[src/rtl/icache_params.svh]
`ifndef ICACHE_PARAMS_SVH
`define ICACHE_PARAMS_SVH

// cache geometry
`define ICACHE_WAYS 2
`define ICACHE_SETS 128
`define ICACHE_BLOCK_WORDS 8

// bus widths
`define ICACHE_ADDR_W 32
`define ICACHE_WORD_W 32

`endif

[src/rtl/icache_pkg.sv]
`include "icache_params.svh"

package icache_pkg;

    // address split as | tag | set | pair | byte |
    localparam int unsigned SET_W      = $clog2(`ICACHE_SETS);
    localparam int unsigned SET_LSB    = $clog2(`ICACHE_BLOCK_WORDS * `ICACHE_WORD_W / 8);
    localparam int unsigned PAIR_LSB   = $clog2(2 * `ICACHE_WORD_W / 8);
    localparam int unsigned TAG_LSB    = SET_LSB + SET_W;
    localparam int unsigned TAG_W      = `ICACHE_ADDR_W - TAG_LSB;
    localparam int unsigned DATA_DEPTH = `ICACHE_SETS * `ICACHE_BLOCK_WORDS / 2;
    localparam int unsigned DATA_IDX_W = $clog2(DATA_DEPTH);
    localparam int unsigned PAIR_IDX_W = DATA_IDX_W - SET_W;

    typedef logic [TAG_W-1:0]      tag_t;
    typedef logic [SET_W-1:0]      set_idx_t;
    typedef logic [DATA_IDX_W-1:0] data_idx_t;

    typedef struct packed {
        logic valid;
        tag_t tag;
    } tag_entry_t;

    // word [0] sits at the lower address
    typedef logic [1:0][`ICACHE_WORD_W-1:0] inst_pair_t;

    typedef struct packed {
        logic [`ICACHE_ADDR_W-1:0] addr;
        inst_pair_t                insts;
    } fetch_entry_t;

    function automatic tag_t tag_of(input logic [`ICACHE_ADDR_W-1:0] addr);
        return addr[`ICACHE_ADDR_W-1:TAG_LSB];
    endfunction

    function automatic set_idx_t set_of(input logic [`ICACHE_ADDR_W-1:0] addr);
        return addr[TAG_LSB-1:SET_LSB];
    endfunction

    function automatic data_idx_t data_idx_of(input logic [`ICACHE_ADDR_W-1:0] addr);
        return addr[TAG_LSB-1:PAIR_LSB];
    endfunction

endpackage

[src/rtl/mem_bus_pkg.sv]
`include "icache_params.svh"

package mem_bus_pkg;

    // beats per block burst
    localparam int unsigned BURST_LEN = `ICACHE_BLOCK_WORDS;
    localparam int unsigned BEAT_W    = $clog2(BURST_LEN);

    typedef logic [`ICACHE_ADDR_W-1:0] bus_addr_t;
    typedef logic [`ICACHE_WORD_W-1:0] bus_word_t;

endpackage

[src/rtl/icache_ifs.sv]
`timescale 1ns/1ps
`include "icache_params.svh"

// miss request and array write port between lookup and refill
interface refill_if;
    import icache_pkg::*;
    import mem_bus_pkg::*;

    logic                              miss_valid;
    bus_addr_t                         miss_addr;
    logic                              data_we;
    logic [$clog2(`ICACHE_WAYS)-1:0]   data_way;
    data_idx_t                         data_idx;
    inst_pair_t                        data_wdata;
    logic                              tag_we;
    tag_entry_t                        tag_wdata;
    logic                              done;

    modport lookup (
        output miss_valid, miss_addr,
        input  data_we, data_way, data_idx, data_wdata, tag_we, tag_wdata, done
    );

    modport refill (
        input  miss_valid, miss_addr,
        output data_we, data_way, data_idx, data_wdata, tag_we, tag_wdata, done
    );
endinterface


[src/rtl/icache_refill.sv]
`timescale 1ns/1ps
`include "icache_params.svh"

module icache_refill (
    input  logic                   clk,
    input  logic                   rst_n,
    refill_if.refill               rf,
    output logic                   mem_req_valid_o,
    output mem_bus_pkg::bus_addr_t mem_req_addr_o,
    input  logic                   mem_req_ready_i,
    input  logic                   mem_resp_valid_i,
    input  mem_bus_pkg::bus_word_t mem_resp_data_i
);
    import icache_pkg::*;
    import mem_bus_pkg::*;

    typedef enum logic [1:0] {
        S_IDLE,
        S_REQUEST,
        S_COLLECT,
        S_FINISH
    } state_t;

    state_t                   state_q;
    logic [BEAT_W-1:0]        beat_cnt_q;
    bus_addr_t                blk_addr_q;
    bus_word_t                lo_q;
    logic                     way_q;
    logic [`ICACHE_SETS-1:0]  victim_q;
    logic                     beat_take;
    logic                     last_beat;

    assign beat_take = (state_q == S_COLLECT) && mem_resp_valid_i;
    assign last_beat = beat_cnt_q == BEAT_W'(BURST_LEN - 1);

    assign mem_req_valid_o = state_q == S_REQUEST;
    assign mem_req_addr_o  = blk_addr_q;

    // every odd beat completes a pair
    assign rf.data_we    = beat_take && beat_cnt_q[0];
    assign rf.data_way   = way_q;
    assign rf.data_idx   = {set_of(blk_addr_q), beat_cnt_q[BEAT_W-1:1]};
    assign rf.data_wdata = {mem_resp_data_i, lo_q};

    // tag goes in with the last pair, so the replay sees both
    assign rf.tag_we          = beat_take && last_beat;
    assign rf.tag_wdata.valid = 1'b1;
    assign rf.tag_wdata.tag   = tag_of(blk_addr_q);
    assign rf.done            = state_q == S_FINISH;

    always_ff @(posedge clk) begin
        if (!rst_n) begin
            state_q    <= S_IDLE;
            beat_cnt_q <= '0;
            victim_q   <= '0;
        end else begin
            case (state_q)
                S_IDLE: begin
                    if (rf.miss_valid) begin
                        state_q <= S_REQUEST;
                    end
                end
                S_REQUEST: begin
                    if (mem_req_ready_i) begin
                        state_q    <= S_COLLECT;
                        beat_cnt_q <= '0;
                    end
                end
                S_COLLECT: begin
                    if (beat_take) begin
                        beat_cnt_q <= beat_cnt_q + 1'b1;
                        if (last_beat) begin
                            state_q <= S_FINISH;
                        end
                    end
                end
                S_FINISH: begin
                    victim_q[set_of(blk_addr_q)] <= ~victim_q[set_of(blk_addr_q)];
                    state_q <= S_IDLE;
                end
                default: begin
                    state_q <= S_IDLE;
                end
            endcase
        end
    end

    always_ff @(posedge clk) begin
        if ((state_q == S_IDLE) && rf.miss_valid) begin
            blk_addr_q <= {rf.miss_addr[`ICACHE_ADDR_W-1:SET_LSB], {SET_LSB{1'b0}}};
            way_q      <= victim_q[set_of(rf.miss_addr)];
        end
        if (beat_take && !beat_cnt_q[0]) begin
            lo_q <= mem_resp_data_i;
        end
    end

    a_req_held: assert property (
        @(posedge clk) disable iff (!rst_n)
        mem_req_valid_o && !mem_req_ready_i |=> mem_req_valid_o && $stable(mem_req_addr_o)
    );

endmodule

[src/flat_wrapper.sv]
// flat-port wrapper written by rule: the top's interface ports become plain ports
module icache_refill_flat import icache_pkg::*; import mem_bus_pkg::*;
  (clk, rst_n, mem_req_valid_o, mem_req_addr_o, mem_req_ready_i, mem_resp_valid_i, mem_resp_data_i, rf_miss_valid, rf_miss_addr, rf_data_we, rf_data_way, rf_data_idx, rf_data_wdata, rf_tag_we, rf_tag_wdata, rf_done);
  refill_if rf_i ();
  input  logic clk;
  input  logic rst_n;
  output logic mem_req_valid_o;
  output mem_bus_pkg::bus_addr_t mem_req_addr_o;
  input  logic mem_req_ready_i;
  input  logic mem_resp_valid_i;
  input  mem_bus_pkg::bus_word_t mem_resp_data_i;
  input wire logic [$bits(rf_i.miss_valid)-1:0] rf_miss_valid;
  input wire logic [$bits(rf_i.miss_addr)-1:0] rf_miss_addr;
  output wire logic [$bits(rf_i.data_we)-1:0] rf_data_we;
  output wire logic [$bits(rf_i.data_way)-1:0] rf_data_way;
  output wire logic [$bits(rf_i.data_idx)-1:0] rf_data_idx;
  output wire logic [$bits(rf_i.data_wdata)-1:0] rf_data_wdata;
  output wire logic [$bits(rf_i.tag_we)-1:0] rf_tag_we;
  output wire logic [$bits(rf_i.tag_wdata)-1:0] rf_tag_wdata;
  output wire logic [$bits(rf_i.done)-1:0] rf_done;
  assign rf_i.miss_valid = rf_miss_valid;
  assign rf_i.miss_addr = rf_miss_addr;
  assign rf_data_we = rf_i.data_we;
  assign rf_data_way = rf_i.data_way;
  assign rf_data_idx = rf_i.data_idx;
  assign rf_data_wdata = rf_i.data_wdata;
  assign rf_tag_we = rf_i.tag_we;
  assign rf_tag_wdata = rf_i.tag_wdata;
  assign rf_done = rf_i.done;
  icache_refill u_core (.clk(clk), .rst_n(rst_n), .rf(rf_i), .mem_req_valid_o(mem_req_valid_o), .mem_req_addr_o(mem_req_addr_o), .mem_req_ready_i(mem_req_ready_i), .mem_resp_valid_i(mem_resp_valid_i), .mem_resp_data_i(mem_resp_data_i));
endmodule
[config.mk]
export PLATFORM = sky130hd
export DESIGN_NAME = icache_refill_flat
export DESIGN_NICKNAME = d
export VERILOG_FILES = /design/src/rtl/icache_pkg.sv /design/src/rtl/mem_bus_pkg.sv /design/src/rtl/icache_ifs.sv /design/src/rtl/icache_refill.sv /design/src/flat_wrapper.sv
export VERILOG_INCLUDE_DIRS = /design/src /design/src/rtl
export SDC_FILE = /design/constraint.sdc
export NUM_CORES = 1
export LEC_CHECK = 0
export BUFFER_PORTS_ARGS = -buffer_cell sky130_fd_sc_hd__clkbuf_2
export CORE_AREA = 2 2 243 149
export CTS_BUF_LIST = sky130_fd_sc_hd__clkbuf_4 sky130_fd_sc_hd__clkbuf_8
export CTS_CLUSTER_SIZE = 14
export DETAILED_ROUTE_END_ITERATION = 10
export DIE_AREA = 0 0 245 151
export PLACE_DENSITY_LB_ADDON = 0.1
export SLEW_MARGIN = 10
export SYNTH_ARGS = -nofsm -noshare
export SYNTH_HDL_FRONTEND = slang
export SYNTH_SLANG_ARGS = --single-unit
[constraint.sdc]
create_clock -name clk -period 3.7 [get_ports clk]
set_clock_uncertainty 0.15 [all_clocks]
set_input_delay 0.925 -clock clk [delete_from_list [all_inputs] [get_ports clk]]
set_output_delay 0.925 -clock clk [all_outputs]
set_load 0.01 [all_outputs]
==> key figures <==
Timing
  • Part of the cycle the worst path needs: 0.907
  • Post-Route Setup TNS: 0 ps
  • RSZ-0062 raised after global routing: false
  • Final Slew Violations: 0
  • Setup violations, final: 0
  • Worst slew pin tran: 975 ps
  • F_max: 298 MHz
  • Max_slew headroom: 0.345
  • Tmin final: 3360 ps
  • Fin. Hold Viols: 0

Placement
  • Dpl hpwl: 23.3 mm
  • IO buf count: 188
  • Routability cong.: 0.805
  • Dpl cells: 1544
  • Placed inst area: 0.0114 mm²

Min path
  • Hold Path Sink: u_core.victim_q[62]
  • WHS Path Cells: 2
  • Hold Crit Start: u_core.victim_q[62]
  • Hold/Removal Path Class: reg -> reg

Critical path
  • Crit path cell chain: buf_4 > nand2_1 > o221ai_1 > o21ai_1 > a2111oi_0 > buf_4 > nor2_1 > buf_4 > o31ai_1
  • Delay-heaviest family, CP: compound AO/OA/AOI/OAI gates
  • Setup crit start kind: flop
  • Critical Path Sink Type: flop
  • FF-to-FF setup slack: 340 ps
  • Most numerous cell on the critical path: buf_4
  • CP max stage cell: edfxtp_1
  • Reg-to-Reg Start: u_core.mem_req_addr_o[6]
  • Critical R2R Capture: u_core.victim_q[20]
  • Crit path required time: 3950 ps
  • Reg2Reg Depth: 9
  • CP arrival: 3610 ps
  • Max FO, Critical Path: 24
  • Slowest stage delay, CP: 960 ps
  • Buf/Inv on CP: 3
  • Critical path type: reg -> reg

Global route
  • GR Util All Layers: 0.183
  • Number of global-route vias before repair: 7467
  • Largest net degree at the start of global routing: 136
  • First-pass GRT wire length: 49.8 mm
  • Initial antenna violation count: 0
  • Grt ovf: 0

Synth
  • Cell variety after synth: 63
  • Synth Area per Inst: 10.5 µm²
  • Main synth FF type: dfxtp_1
  • Synthesized cell area: 0.0103 mm²
  • Post-synth EDFFs: 60
  • Gate Count Post-Synth: 979
  • Yosys reg bits: 193
  • Synth warnings: 0
  • Asr flop ratio synth: 0
  • Seq/Total Area, Yosys: 0.434

CTS
  • TritonCTS clock tree: built
  • Post-CTS Hold Buffers: 0
  • Worst-Skew Late Latency: 500 ps
  • Cts repair resizes: 0
  • CTS clk-pin slew, worst paths: 120 ps
  • H-tree depth: 4
  • CTS Buf Count: 17
  • CTS max path bufs: 2
  • CTS sink count: 193
  • Setup Fix Bufs, Post-CTS: 0
  • Clock Tree Root: clkbuf_8

Floorplan
  • Die area: 0.0370 mm²
  • # rows: 53
  • Chip Height: 151 µm
  • Core area: 0.0347 mm²
  • Die Span X: 245 µm
  • Initial Util: 0.297
  • IO Count: 200

Power
  • Switching power total: 1.90 mW
  • Peak VDD IR: 0.249 mV
  • Power Density: 463 mW/mm²
  • Gate power share: 0.257
  • Leak pwr: 4.23 nW
  • Clock share of power: 0.296
  • Switching part of the total: 0.348
  • Cell Int Power: 3.56 mW
  • Share of total power in sequential cells: 0.447

Routing
  • Final antenna-violating net count: 0
  • Routed vias: 8172
  • TritonRoute pass-1 iters: 5
  • Initial drt markers: 673
  • Drt drc: 0
  • Wire per inst: 21.6 µm
  • Drt via density: 5.19
  • Routed WL: 34.0 mm

Final layout
  • Ant. Diodes: 0
  • Final Instance Area: 0.0118 mm²
  • Commonest non-fill, non-tap cell in the layout: clkbuf_2
  • Commonest cells after routing, fill and taps aside: 187 x clkbuf_2, 133 x dfxtp_1, 78 x o21ai_0, 69 x nand3_1
  • Non-Filler Instances: 1576
  • P&R area growth vs syn: 14.8%
  • Share of cells above drive strength 1: 0.325
  • Final #Nets: 1171

Flow run
  • Max cap viols: 0

Outcome
  • Status: completed
-- per-layer routing --
layer | wire, µm | vias to the layer above | GRT usage
li1 | - | 3852 | -
met1 | 17700 | 4048 | 0.291
met5 | 0 | - | 0
met2 | 13800 | 253 | 0.244
met3 | 2240 | 19 | 0.0450
met4 | 273 | 0 | 0.0308
-- worst register-to-register path, delay by kind of cell (launching register included) --
family                 cells  cell delay (ps)
buffers and inverters      3              840
AND/OR/NAND/NOR            2              230
flip-flops                 1              960
AO/OA/AOI/OAI              4             1080
-- how the worst max path moves through the flow --
stage | start | endpoint | slack, ps | depth (start not counted)
after global placement | u_core.mem_req_addr_o[6] | u_core.victim_q[16] | 460 | 9
after detailed placement | u_core.mem_req_addr_o[6] | u_core.victim_q[19] | 430 | 9
after floorplan | mem_resp_valid_i | u_core.lo_q[0] | 580 | 2
after global routing | u_core.mem_req_addr_o[6] | u_core.victim_q[19] | 140 | 9
final | u_core.mem_req_addr_o[6] | u_core.victim_q[20] | 340 | 9
after CTS | u_core.mem_req_addr_o[5] | mem_req_addr_o[5] | 380 | 3
-- logic make-up (layout without fill, tap and decap cells) --
logic type,after synthesis,count (layout),synth area share
flip-flops,193,193,0.434
buffers and inverters,151,277,0.0903
adder cells (fa/ha/maj),6,6,0.00729
other,2,6,0.000730
AND/OR/NAND/NOR,264,264,0.125
AO/OA/AOI/OAI,288,288,0.205
multiplexers,75,75,0.137
-- state kept, by name, indices dropped and copies added (netlist names) --
name / count
u_core.victim_q: 128
u_core.state_q: 2
u_core.lo_q: 32
u_core.rf.data_way: 1
u_core.beat_cnt_q: 3
u_core.mem_req_addr_o: 27
-- final cells by class --
class                      instances  area, µm²
fill                            3537      22900
multi-input combinational        639       4920
sequential                       193       4460
timing repair buffer             237       1370
tap                              467        584
clock buffer                      18        241
clock inverter                    14        201
inverter                           8       30.0
-- cell usage after synthesis, drive strengths merged (9+ instances only) --
cell	instances	area, µm²
o21ai	117	586
nor3	22	110
nand2	60	225
mux2i	13	130
nor2b	11	68.8
o31ai	43	328
o22ai	13	81.3
clkbuf	50	188
nand2b	9	56.3
a21oi	35	483
nand3	69	345
buf	93	712
nor2	47	176
dfxtp	133	2660
mux2	11	128
mux4	51	1160
a21boi	24	180
and2	21	131
o211ai	28	210
edfxtp	60	1800
-- stage by stage --
step | hold slack [ps] | setup slack [ps] | util | power (mW)
global placement | 305 | 457 | 0.328 | 3.91
detailed placement | 314 | 427 | 0.328 | 3.90
finish | 327 | 344 | 0.341 | 5.47
floorplan | 294 | 584 | - | 3.39
CTS | 330 | 384 | 0.341 | 5.53
global route | 345 | 144 | 0.341 | 5.74
-- power by group through the flow --
stage	sequential (mW)	clock (mW)	combinational, mW
2_1_floorplan	2.52	0	0.874
3_3_place_gp	2.49	0	1.42
3_5_place_dp	2.49	0	1.41
4_1_cts	2.44	1.67	1.41
5_1_grt	2.46	1.77	1.51
6_report	2.44	1.62	1.41
No activity file was read; power rests on OpenSTA's default activity.
