## src/rtl/icache_params.svh

```systemverilog
`ifndef ICACHE_PARAMS_SVH
`define ICACHE_PARAMS_SVH

// cache geometry
`define ICACHE_WAYS 2
`define ICACHE_SETS 128
`define ICACHE_BLOCK_WORDS 8

// bus widths
`define ICACHE_ADDR_W 32
`define ICACHE_WORD_W 32

`endif

```

## src/rtl/icache_pkg.sv

```systemverilog
`include "icache_params.svh"

package icache_pkg;

    // address split as | tag | set | pair | byte |
    localparam int unsigned SET_W      = $clog2(`ICACHE_SETS);
    localparam int unsigned SET_LSB    = $clog2(`ICACHE_BLOCK_WORDS * `ICACHE_WORD_W / 8);
    localparam int unsigned PAIR_LSB   = $clog2(2 * `ICACHE_WORD_W / 8);
    localparam int unsigned TAG_LSB    = SET_LSB + SET_W;
    localparam int unsigned TAG_W      = `ICACHE_ADDR_W - TAG_LSB;
    localparam int unsigned DATA_DEPTH = `ICACHE_SETS * `ICACHE_BLOCK_WORDS / 2;
    localparam int unsigned DATA_IDX_W = $clog2(DATA_DEPTH);
    localparam int unsigned PAIR_IDX_W = DATA_IDX_W - SET_W;

    typedef logic [TAG_W-1:0]      tag_t;
    typedef logic [SET_W-1:0]      set_idx_t;
    typedef logic [DATA_IDX_W-1:0] data_idx_t;

    typedef struct packed {
        logic valid;
        tag_t tag;
    } tag_entry_t;

    // word [0] sits at the lower address
    typedef logic [1:0][`ICACHE_WORD_W-1:0] inst_pair_t;

    typedef struct packed {
        logic [`ICACHE_ADDR_W-1:0] addr;
        inst_pair_t                insts;
    } fetch_entry_t;

    function automatic tag_t tag_of(input logic [`ICACHE_ADDR_W-1:0] addr);
        return addr[`ICACHE_ADDR_W-1:TAG_LSB];
    endfunction

    function automatic set_idx_t set_of(input logic [`ICACHE_ADDR_W-1:0] addr);
        return addr[TAG_LSB-1:SET_LSB];
    endfunction

    function automatic data_idx_t data_idx_of(input logic [`ICACHE_ADDR_W-1:0] addr);
        return addr[TAG_LSB-1:PAIR_LSB];
    endfunction

endpackage

```

## src/rtl/mem_bus_pkg.sv

```systemverilog
`include "icache_params.svh"

package mem_bus_pkg;

    // beats per block burst
    localparam int unsigned BURST_LEN = `ICACHE_BLOCK_WORDS;
    localparam int unsigned BEAT_W    = $clog2(BURST_LEN);

    typedef logic [`ICACHE_ADDR_W-1:0] bus_addr_t;
    typedef logic [`ICACHE_WORD_W-1:0] bus_word_t;

endpackage

```

## src/rtl/icache_ifs.sv

```systemverilog
`timescale 1ns/1ps
`include "icache_params.svh"


// hit result handed to the output register
interface fetch_out_if;
    import icache_pkg::*;

    logic         valid;
    fetch_entry_t entry;
    logic         ready;

    modport lookup (
        output valid, entry,
        input  ready
    );

    modport result (
        input  valid, entry,
        output ready
    );
endinterface

```

## src/rtl/icache_fetch_out.sv

```systemverilog
`timescale 1ns/1ps

module icache_fetch_out (
    input  logic                   clk,
    input  logic                   rst_n,
    input  logic                   flush_i,
    fetch_out_if.result            fo,
    output logic                   out_valid_o,
    output mem_bus_pkg::bus_addr_t out_addr_o,
    output icache_pkg::inst_pair_t out_insts_o,
    input  logic                   out_ready_i
);
    import icache_pkg::*;

    logic         out_valid_q;
    fetch_entry_t out_q;
    logic         load;

    // free when empty or draining this cycle
    assign fo.ready = !out_valid_q || out_ready_i;
    assign load     = fo.valid && fo.ready;

    always_ff @(posedge clk) begin
        if (!rst_n) begin
            out_valid_q <= 1'b0;
        end else if (flush_i) begin
            out_valid_q <= 1'b0;
        end else if (load) begin
            out_valid_q <= 1'b1;
        end else if (out_ready_i) begin
            out_valid_q <= 1'b0;
        end
    end

    always_ff @(posedge clk) begin
        if (load) begin
            out_q <= fo.entry;
        end
    end

    assign out_valid_o = out_valid_q;
    assign out_addr_o  = out_q.addr;
    assign out_insts_o = out_q.insts;

    a_out_stable: assert property (
        @(posedge clk) disable iff (!rst_n)
        out_valid_o && !out_ready_i && !flush_i
        |=> out_valid_o && $stable(out_addr_o) && $stable(out_insts_o)
    );

endmodule

```

## src/flat_wrapper.sv

```systemverilog
// flat-port wrapper written by rule: the top's interface ports become plain ports
module icache_fetch_out_flat import icache_pkg::*;
  (clk, rst_n, flush_i, out_valid_o, out_addr_o, out_insts_o, out_ready_i, fo_valid, fo_entry, fo_ready);
  fetch_out_if fo_i ();
  input  logic clk;
  input  logic rst_n;
  input  logic flush_i;
  output logic out_valid_o;
  output mem_bus_pkg::bus_addr_t out_addr_o;
  output icache_pkg::inst_pair_t out_insts_o;
  input  logic out_ready_i;
  input wire logic [$bits(fo_i.valid)-1:0] fo_valid;
  input wire logic [$bits(fo_i.entry)-1:0] fo_entry;
  output wire logic [$bits(fo_i.ready)-1:0] fo_ready;
  assign fo_i.valid = fo_valid;
  assign fo_i.entry = fo_entry;
  assign fo_ready = fo_i.ready;
  icache_fetch_out u_core (.clk(clk), .rst_n(rst_n), .flush_i(flush_i), .fo(fo_i), .out_valid_o(out_valid_o), .out_addr_o(out_addr_o), .out_insts_o(out_insts_o), .out_ready_i(out_ready_i));
endmodule
```

## config.mk

```make
export PLATFORM = sky130hd
export DESIGN_NAME = icache_fetch_out_flat
export DESIGN_NICKNAME = d
export VERILOG_FILES = /design/src/rtl/icache_pkg.sv /design/src/rtl/mem_bus_pkg.sv /design/src/rtl/icache_ifs.sv /design/src/rtl/icache_fetch_out.sv /design/src/flat_wrapper.sv
export VERILOG_INCLUDE_DIRS = /design/src /design/src/rtl
export SDC_FILE = /design/constraint.sdc
export NUM_CORES = 1
export LEC_CHECK = 0
export BUFFER_PORTS_ARGS = -buffer_cell sky130_fd_sc_hd__buf_4
export CORE_AREA = 2 2 93 95
export CTS_CLUSTER_DIAMETER = 40
export DETAILED_ROUTE_END_ITERATION = 8
export DIE_AREA = 0 0 95 97
export PLACE_DENSITY = 0.72
export SLEW_MARGIN = 10
export SYNTH_ARGS = -nofsm -noshare
export SYNTH_HDL_FRONTEND = slang
export SYNTH_SLANG_ARGS = --single-unit
```

## constraint.sdc

```tcl
create_clock -name clk -period 1.6 [get_ports clk]
set_input_delay 0.32 -clock clk [delete_from_list [all_inputs] [get_ports clk]]
set_output_delay 0.32 -clock clk [all_outputs]
set_load 0.02 [all_outputs]
```

==> summary.txt, run 1 <==
Logic synthesis
  – Register area share after synthesis: 0.986
  – Yosys reg bits: 97
  – Area contributors post-synth: edfxtp_1 98%, dfxtp_1 0.68%, nand2b_4 0.47%
  – Most common cell in the netlist: edfxtp_1
  – Synthesized cell area: 2940 um^2
  – Post-synth EDFFs: 96
  – Async S/R FF share, synth: 0
  – Syn Inst Count: 102
  – Syn Area/Cell: 28.9 um^2
  – Post-synthesis cell type count: 7
  – Dominant cell type by area after synthesis: edfxtp_1
  – Synthesis Warnings: 0
  – Synthesized Nets: 203
  – Yosys top cell area share: 0.979
  – Top_reg_cell synth: edfxtp_1

Timing
  – Max_slew headroom: 0.824
  – Clock period minus worst slack: 1240 ps
  – Worst Tran Pin Value: 264 ps
  – Fin. Hold Viols: 0
  – Final Slew Violations: 0
  – RSZ-0062 raised after global routing: false
  – Final setup fails: 0
  – Clock Skew: 6.56 ps
  – F_max: 0.809 GHz
  – Part of the cycle the worst path needs: 0.772
  – Worst hold slack: 153 ps

Global route
  – Total global-route track usage: 0.139
  – Largest net degree at the start of global routing: 51
  – Overflow after GRT: 0
  – Antenna violations before repair: 0
  – First-pass GRT wire length: 9410 um
  – Vias in the first global route: 1792

Drt
  – DRC viols: 0
  – Final ANT Viol Nets: 0
  – First drt pass iteration count: 4
  – WL per Instance: 15.2 um
  – Routed wire length: 6400 um
  – Initial DRC count: 62
  – Vias: 1764
  – DR vias/cell: 4.19

Cells and area
  – Share of cells above drive strength 1: 0.684
  – Final core occ: 0.591
  – N_diodes: 0
  – Multi-input logic area: 37.5 um^2
  – Register area: 2910 um^2
  – Fillers: 619
  – Area delta synth->final: 63.2%
  – Cell Count, Final, Fillers Out: 421
  – Nets: 414

Critical path
  – WP data arrival: 920 ps
  – Critical Path End Type: output pin
  – Worst Path Buf+Inv: 1
  – Crit path cell chain: nand2b_4, buf_4
  – CP top delay family: flip-flops
  – Top fanout value on the critical path: 3
  – CP peak stage delay: 370 ps
  – Critical path class: reg -> out
  – Startpoint Class: flop
  – Worst Path Required: 1280 ps
  – Critical Path Slowest Stage Cell: dfxtp_4

Clock network
  – Worst-skew pair later-pin latency: 340 ps
  – Clock Sinks: 97
  – CTS tree: built
  – Post-CTS Hold Fix Bufs: 0
  – Htree depth: 3
  – Setup bufs post-CTS: 0
  – Buffer depth of the longest clock path: 2
  – Register clock-pin slew on the reported worst setup and hold paths: 90 ps
  – Resized Gates After CTS: 0
  – Root buffer cell: clkbuf_8
  – Number of buffers created by CTS: 9

Placement
  – IO buf count: 198
  – Cell Count Post-Placement: 407
  – Routability cong.: 0.692

Floorplan
  – Total core area: 8130 um^2
  – Die Area: 9220 um^2
  – Die Y-Extent: 97 um
  – Row count: 33
  – Initial Util: 0.362
  – Die Span X: 95 um
  – Boundary Pins: 199

Pwr
  – Leak Pwr: 2.03 nW
  – Pwr dens: 1090 nW/um^2
  – Peak VDD IR: 774 uV
  – Overall power: 5.25 mW

Flow run
  – Max_cap viols: 0

Worst hold path
  – Hold WC Path Type: in -> reg

Status
  – Status: finished clean
## cell usage in the layout, fill, tap and decap left out
| cell type | n |
|---|---|
| nand2b_4 | 1 |
| clkbuf_8 | 9 |
| edfxtp_1 | 96 |
| clkbuf_1 | 2 |
| inv_1 | 1 |
| clkinvlp_4 | 1 |
| dfxtp_4 | 1 |
| bufinv_16 | 2 |
| nand2b_1 | 1 |
| buf_12 | 2 |
| and2_4 | 1 |
| a21oi_2 | 1 |
| buf_4 | 198 |
## worst reg2reg max path, stage by stage, from the launching register on
cell and delay [ps]:
dfxtp_4 360, nand2b_4 80, and2_4 170, buf_12 250
## worst paths after layout
kind | from | to | slack [ps] | depth (start not counted)
worst min-delay path | fo_entry[41] | u_core.out_insts_o[41]$_DFFE_PP_ | 150 | 1
worst max-delay path | u_core.out_valid_o$_SDFFE_PP0P_ | fo_ready | 360 | 2
worst min register to register | u_core.out_valid_o$_SDFFE_PP0P_ | u_core.out_valid_o$_SDFFE_PP0P_ | 510 | 2
worst max register to register | u_core.out_valid_o$_SDFFE_PP0P_ | u_core.out_insts_o[5]$_DFFE_PP_ | 400 | 3
## logic make-up (layout without fill, tap and decap cells)
kind of cell | count (synthesis) | in the layout | share of synthesized area
flip-flops | 97 | 97 | 0.986
AND/OR/NAND/NOR | 3 | 3 | 0.00978
AO/OA/AOI/OAI | 1 | 1 | 0.00298
buffers and inverters | 1 | 215 | 0.00127
## layout make-up
class                      instances  area share
clock buffer                      11      0.0273
clock inverter                     3      0.0141
inverter                           1    0.000781
multi-input combinational          4     0.00781
sequential                        97       0.605
tap                              105      0.0273
timing repair buffer             200       0.318
## registers in the layout (all words and copies together) (netlist names)
signal,cells
u_core.out_valid_o,1
u_core.out_insts_o,64
u_core.out_addr_o,32
## metal layers
metal / GRT usage / part of all wire / wire length (um) / vias up
li1: - / - / - / 827
met1: 0.158 / 0.36 / 2300 / 802
met2: 0.224 / 0.50 / 3180 / 125
met3: 0.0654 / 0.13 / 827 / 10
met4: 0.0535 / 0.016 / 103 / 0
met5: 0 / 0 / 0 / -
## metrics by stage
step                area [um^2]  setup TNS [ps]  worst slack, ps
global route               4800               0              320
detailed placement         4610               0              296
finish                     4800               0              364
floorplan                  2950           -2780            -28.9
global placement           4610               0              321
CTS                        4800               0              335
## power breakdown
group	switching, mW	leakage [nW]	internal (mW)
registers	0.0399	0.943	2.96
clock network	0.731	0.0955	0.866
logic	0.321	0.990	0.333
Power figures use the tool's default switching activity.
==> inputs of run 2 (changes only) <==
- CORE_AREA: 2 2 93 95 -> 2 2 88 90
- DIE_AREA: 0 0 95 97 -> 0 0 90 92
- PLACE_DENSITY: 0.72 -> 0.76
- clock period: 1.6 -> 1.2 ns (I/O delays scaled with it)
==> summary.txt, run 2 (synthesis results as in run 1) <==
Critical path
  – Top fanout value on the critical path: 35 (was 3)
  – Critical path class: reg -> reg (was reg -> out)
  – RR Startpoint: u_core.out_valid_o$_SDFFE_PP0P_ (unchanged)
  – Reg2Reg Depth: 3 (unchanged)
  – WP data arrival: 1230 ps (was 920 ps)
  – Worst Path Required: 1240 ps (was 1280 ps)
  – Reg2Reg Setup Slack: 20 ps (was 400 ps)
  – Startpoint Class: flop (unchanged)
  – Critical Path End Type: flop (was output pin)
  – RR Endpoint: u_core.out_insts_o[24]$_DFFE_PP_ (was u_core.out_insts_o[5]$_DFFE_PP_)

Floorplan
  – Die Y-Extent: 92 um (was 97 um)
  – Die Area: 8280 um^2 (was 9220 um^2)
  – Total core area: 7450 um^2 (was 8130 um^2)
  – Initial Util: 0.395 (was 0.362)
  – Row count: 32 (was 33)
  – Die Span X: 90 um (was 95 um)
  – Boundary Pins: 199 (unchanged)

Drt
  – First drt pass iteration count: 4 (unchanged)
  – WL per Instance: 16.4 um (was 15.2 um)
  – DRC viols: 0 (unchanged)
  – Final ANT Viol Nets: 0 (unchanged)
  – Routed wire length: 6940 um (was 6400 um)
  – Initial DRC count: 79 (was 62)
  – Vias: 1768 (was 1764)
  – DR vias/cell: 4.18 (was 4.19)

Clock network
  – Post-CTS Hold Fix Bufs: 0 (unchanged)
  – Buffer depth of the longest clock path: 2 (unchanged)
  – Setup bufs post-CTS: 0 (unchanged)
  – CTS tree: built (unchanged)
  – Number of buffers created by CTS: 9 (unchanged)
  – Clock Sinks: 97 (unchanged)
  – Register clock-pin slew on the reported worst setup and hold paths: 90 ps (about the same)
  – Worst-skew pair later-pin latency: 350 ps (was 340 ps)
  – Root buffer cell: clkbuf_8 (unchanged)
  – Htree depth: 3 (unchanged)

Global route
  – Vias in the first global route: 1907 (was 1792)
  – Antenna violations before repair: 0 (unchanged)
  – Overflow after GRT: 0 (unchanged)
  – Largest net degree at the start of global routing: 36 (was 51)
  – First-pass GRT wire length: 10100 um (was 9410 um)
  – Total global-route track usage: 0.168 (was 0.139)

Worst hold path
  – Worst hold path depth: 1 (unchanged)
  – End of the worst hold path: u_core.out_insts_o[22]$_DFFE_PP_ (was u_core.out_insts_o[41]$_DFFE_PP_)
  – Hold WC Path Type: in -> reg (unchanged)
  – Hold_sp: fo_entry[22] (was fo_entry[41])

Timing
  – Clock Skew: 3.97 ps (was 6.56 ps)
  – Worst Tran Pin Value: 187 ps (was 264 ps)
  – Part of the cycle the worst path needs: 0.986
  – Final setup fails: 0 (unchanged)
  – Worst hold slack: 62.6 ps (was 153 ps)
  – Max_slew headroom: 0.875 (was 0.824)
  – F_max: 0.845 GHz
  – Fin. Hold Viols: 0 (unchanged)
  – Final Slew Violations: 0 (unchanged)
  – Clock period minus worst slack: 1180 ps
  – RSZ-0062 raised after global routing: true (was false)

Pwr
  – Pwr dens: 1470 nW/um^2 (was 1090 nW/um^2)
  – Peak VDD IR: 836 uV (was 774 uV)
  – Leak Pwr: 2.05 nW (was 2.03 nW)

Placement
  – DP HPWL: 5360 um
  – Routability cong.: 0.698 (was 0.692)
  – Placed inst area: 4630 um^2 (was 4610 um^2)
  – IO buf count: 198 (unchanged)

Flow run
  – Max_cap viols: 0 (unchanged)

Cells and area
  – Final instance area: 4860 um^2 (was 4800 um^2)
  – Nets: 417 (was 414)
  – Most common cell after layout, fill and taps aside: buf_4 (unchanged)
  – N_diodes: 0 (unchanged)
  – Share of cells above drive strength 1: 0.695 (was 0.684)
  – Largest register FFs: 64 (unchanged)
  – Most frequent cells in the layout: 197 x buf_4, 96 x edfxtp_1, 9 x clkbuf_8 (was 198 x buf_4, 96 x edfxtp_1, 9 x clkbuf_8)
  – Area delta synth->final: 65.0% (was 63.2%)

Status
  – Status: finished clean (unchanged)
[run 2: stage by stage]
step | power (mW) | instances | setup WS [ps] | util | TNS, ps
finish | 7.14 | 423 | 16.5 | 0.652 | 0
global route | 7.41 | 423 | -14.8 | 0.652 | -430
CTS | 7.22 | 423 | -4.17 | 0.651 | -4.17
detailed placement | 4.98 | 408 | 20.3 | 0.622 | 0
global placement | 4.96 | 408 | 29.8 | 0.622 | 0
floorplan | 4.39 | 102 | -429 | - | -41180
[run 2: how the worst max path moves through the flow]
stage / slack, ps / from / to / depth (start not counted)
floorplan: -430 / u_core.out_valid_o$_SDFFE_PP0P_ / u_core.out_addr_o[0]$_DFFE_PP_ / 2
global placement: 30 / out_ready_i / u_core.out_insts_o[27]$_DFFE_PP_ / 4
detailed placement: 20 / out_ready_i / u_core.out_insts_o[27]$_DFFE_PP_ / 4
CTS: -4 / u_core.out_insts_o[59]$_DFFE_PP_ / out_insts_o[59] / 1
global route: -10 / u_core.out_valid_o$_SDFFE_PP0P_ / u_core.out_insts_o[52]$_DFFE_PP_ / 3
finish: 20 / u_core.out_valid_o$_SDFFE_PP0P_ / u_core.out_insts_o[24]$_DFFE_PP_ / 3
[run 2: what timing repair did]
action                                  CTS  global route
endpoints found under the setup margin    2            52
gates resized for setup                   2             2
hold endpoints to repair                  0             0
cloned                                    0             0
[run 2: final cells by class]
class | count | area [um^2]
clock buffer | 9 | 124
clock inverter | 7 | 95.1
fill | 559 | 2590
inverter | 1 | 3.75
multi-input combinational | 4 | 37.5
sequential | 97 | 2910
tap | 102 | 128
timing repair buffer | 203 | 1560
[run 2: critical path, cell delays in order, from the launching register on]
cell,delay (ps)
dfxtp_4,360
nand2b_4,80
and2_4,200
buf_12,220
[run 2: where the power goes]
group          internal [mW]  leakage (nW)  switching, mW
clock network           1.17        0.0975           1.07
logic                  0.455          1.01          0.440
registers               3.95         0.943         0.0539
total                   5.57          2.05           1.57
[run 2: layer usage]
layer	wire length, um	vias to the layer above	global-route usage
li1	-	834	-
met1	2220	824	0.162
met3	883	8	0.0953
met2	3750	102	0.296
met5	0	-	0
met4	87	0	0.0654
==> inputs of run 3 (changes only) <==
- PLACE_DENSITY: 0.76 -> 0.78
==> summary.txt, run 3 (synthesis results as in run 1) <==
Cells and area
  – Nets: 416 (was 417)
  – Fillers: 541 (was 559)
  – Most frequent cells in the layout: 196 x buf_4, 96 x edfxtp_1, 9 x clkbuf_8 (was 197 x buf_4, 96 x edfxtp_1, 9 x clkbuf_8)
  – Largest register FFs: 64 (unchanged)
  – Multi-input logic area: 37.5 um^2 (unchanged)
  – N_diodes: 0 (unchanged)
  – Cell Count, Final, Fillers Out: 420 (was 423)
  – Final instance area: 4840 um^2 (was 4860 um^2)
  – Most common cell after layout, fill and taps aside: buf_4 (unchanged)
  – Area delta synth->final: 64.4% (was 65.0%)
  – Final core occ: 0.650 (was 0.652)
  – Share of cells above drive strength 1: 0.686 (was 0.695)
  – Register area: 2910 um^2 (unchanged)

Critical path
  – Worst Setup EP: u_core.out_insts_o[39]$_DFFE_PP_ (was u_core.out_insts_o[24]$_DFFE_PP_)
  – CP peak stage delay: 350 ps (was 360 ps)
  – Worst Setup SP: u_core.out_valid_o$_SDFFE_PP0P_ (unchanged)
  – RR Endpoint: u_core.out_insts_o[39]$_DFFE_PP_ (was u_core.out_insts_o[24]$_DFFE_PP_)
  – Crit path cell chain: nand2b_4, and2_4, buf_12 (unchanged)
  – Critical path class: reg -> reg (unchanged)
  – Reg2Reg Depth: 3 (unchanged)
  – WP data arrival: 1230 ps (about the same)
  – RR Startpoint: u_core.out_valid_o$_SDFFE_PP0P_ (unchanged)
  – Reg2Reg Setup Slack: 10 ps (was 20 ps)
  – Critical Path Slowest Stage Cell: dfxtp_4 (unchanged)
  – Worst Path Required: 1240 ps (about the same)
  – Startpoint Class: flop (unchanged)
  – Top fanout value on the critical path: 32 (was 35)
  – Critical Path End Type: flop (unchanged)

Floorplan
  – Row count: 32 (unchanged)
  – Boundary Pins: 199 (unchanged)
  – Die Y-Extent: 92 um (unchanged)
  – Total core area: 7450 um^2 (unchanged)
  – Die Span X: 90 um (unchanged)
  – Initial Util: 0.395 (unchanged)
  – Die Area: 8280 um^2 (unchanged)

Timing
  – Clock Skew: 7.22 ps (was 3.97 ps)
  – Final Slew Violations: 0 (unchanged)
  – Part of the cycle the worst path needs: 0.988 (was 0.986)
  – Worst setup margin: 14.1 ps (was 16.5 ps)
  – Setup TNS Final: 0 ps (unchanged)
  – Clock period minus worst slack: 1190 ps (was 1180 ps)
  – Max_slew headroom: 0.879 (was 0.875)
  – F_max: 0.843 GHz (was 0.845 GHz)
  – Final setup fails: 0 (unchanged)
  – Fin. Hold Viols: 0 (unchanged)
  – RSZ-0062 raised after global routing: true (unchanged)
  – Worst hold slack: 64.9 ps (was 62.6 ps)
  – Worst Tran Pin Value: 182 ps (was 187 ps)

Drt
  – Final ANT Viol Nets: 0 (unchanged)
  – DRC viols: 0 (unchanged)
  – First drt pass iteration count: 4 (unchanged)
  – WL per Instance: 15.9 um (was 16.4 um)
  – Vias: 1800 (was 1768)
  – Initial DRC count: 58 (was 79)
  – DR vias/cell: 4.29 (was 4.18)
  – Routed wire length: 6670 um (was 6940 um)

Flow run
  – Max_cap viols: 0 (unchanged)

Placement
  – Cell Count Post-Placement: 407 (was 408)
  – Placed inst area: 4640 um^2 (was 4630 um^2)
  – IO buf count: 198 (unchanged)
  – Worst slack, placed: 19.1 ps (was 20.3 ps)
  – Routability cong.: 0.672 (was 0.698)

Clock network
  – Register clock-pin slew on the reported worst setup and hold paths: 90 ps (about the same)
  – Clock Sinks: 97 (unchanged)
  – Buffer depth of the longest clock path: 2 (unchanged)
  – Htree depth: 3 (unchanged)
  – Root buffer cell: clkbuf_8 (unchanged)
  – Worst-skew pair later-pin latency: 340 ps (was 350 ps)
  – CTS tree: built (unchanged)
  – Setup bufs post-CTS: 0 (unchanged)
  – Number of buffers created by CTS: 9 (unchanged)

Global route
  – Total global-route track usage: 0.163 (was 0.168)
  – Overflow after GRT: 0 (unchanged)
  – Largest net degree at the start of global routing: 33 (was 36)
  – First-pass GRT wire length: 10100 um (about the same)
  – Antenna violations before repair: 0 (unchanged)
  – Vias in the first global route: 1928 (was 1907)

Worst hold path
  – Hold WC Path Type: in -> reg (unchanged)
  – Hold_sp: fo_entry[11] (was fo_entry[22])

Status
  – Status: finished clean (unchanged)

Pwr
  – Overall power: 7.04 mW (was 7.14 mW)
  – Pwr dens: 1460 nW/um^2 (was 1470 nW/um^2)
  – Leak Pwr: 2.05 nW (about the same)
  – Peak VDD IR: 1170 uV (was 836 uV)
## run 3: cell types whose count changed in the layout (fill, tap and decap cells not counted)
| cell | change |
|---|---|
| buf_12 | +1 |
| clkinvlp_4 | -3 |
| buf_4 | -1 |
| buf_6 | -1 |
| clkinv_2 | -1 |
| clkbuf_1 | +2 |
## run 3: power breakdown
| group | switching [mW] | total (mW) | internal (mW) |
|---|---|---|---|
| logic | 0.438 | 0.894 | 0.457 |
| clock network | 0.992 | 2.15 | 1.15 |
| registers | 0.0549 | 4.00 | 3.95 |
## run 3: how the worst min path moves through the flow
| stage | endpoint | slack [ps] | cells after the start |
|---|---|---|---|
| floorplan | u_core.out_addr_o[0]$_DFFE_PP_ | 340 | 0 |
| global placement | u_core.out_addr_o[16]$_DFFE_PP_ | 420 | 1 |
| detailed placement | u_core.out_insts_o[51]$_DFFE_PP_ | 420 | 1 |
| CTS | u_core.out_insts_o[29]$_DFFE_PP_ | 40 | 1 |
| global route | u_core.out_insts_o[29]$_DFFE_PP_ | 40 | 1 |
| finish | u_core.out_insts_o[11]$_DFFE_PP_ | 60 | 1 |
## run 3: what timing repair did
action,4_1_cts,5_1_grt
resized for setup,1,2
gates cloned,0,0
hold endpoints to repair,0,0
endpoints found under the setup margin,1,34
pin swaps,0,0
hold buffers,0,0
## run 3: area by class of cell
type	count	area share
clock buffers	11	0.0271
clock inverters	3	0.0140
inverters	1	0.000776
multi-input cells	4	0.00776
flip-flops and latches	97	0.601
well taps	102	0.0264
repair buffers	202	0.323
## run 3: worst max-delay path: cells and delay by family (launching register included)
family / cells / cell delay (ps)
AND/OR/NAND/NOR: 2 / 300
flip-flops: 1 / 350
buffers and inverters: 1 / 210
## run 3: per-layer routing
layer,share of wire,vias up,GRT usage
li1,-,829,-
met3,0.13,8,0.0879
met5,0,-,0
met4,0.015,0,0.0795
met1,0.34,841,0.170
met2,0.51,122,0.269
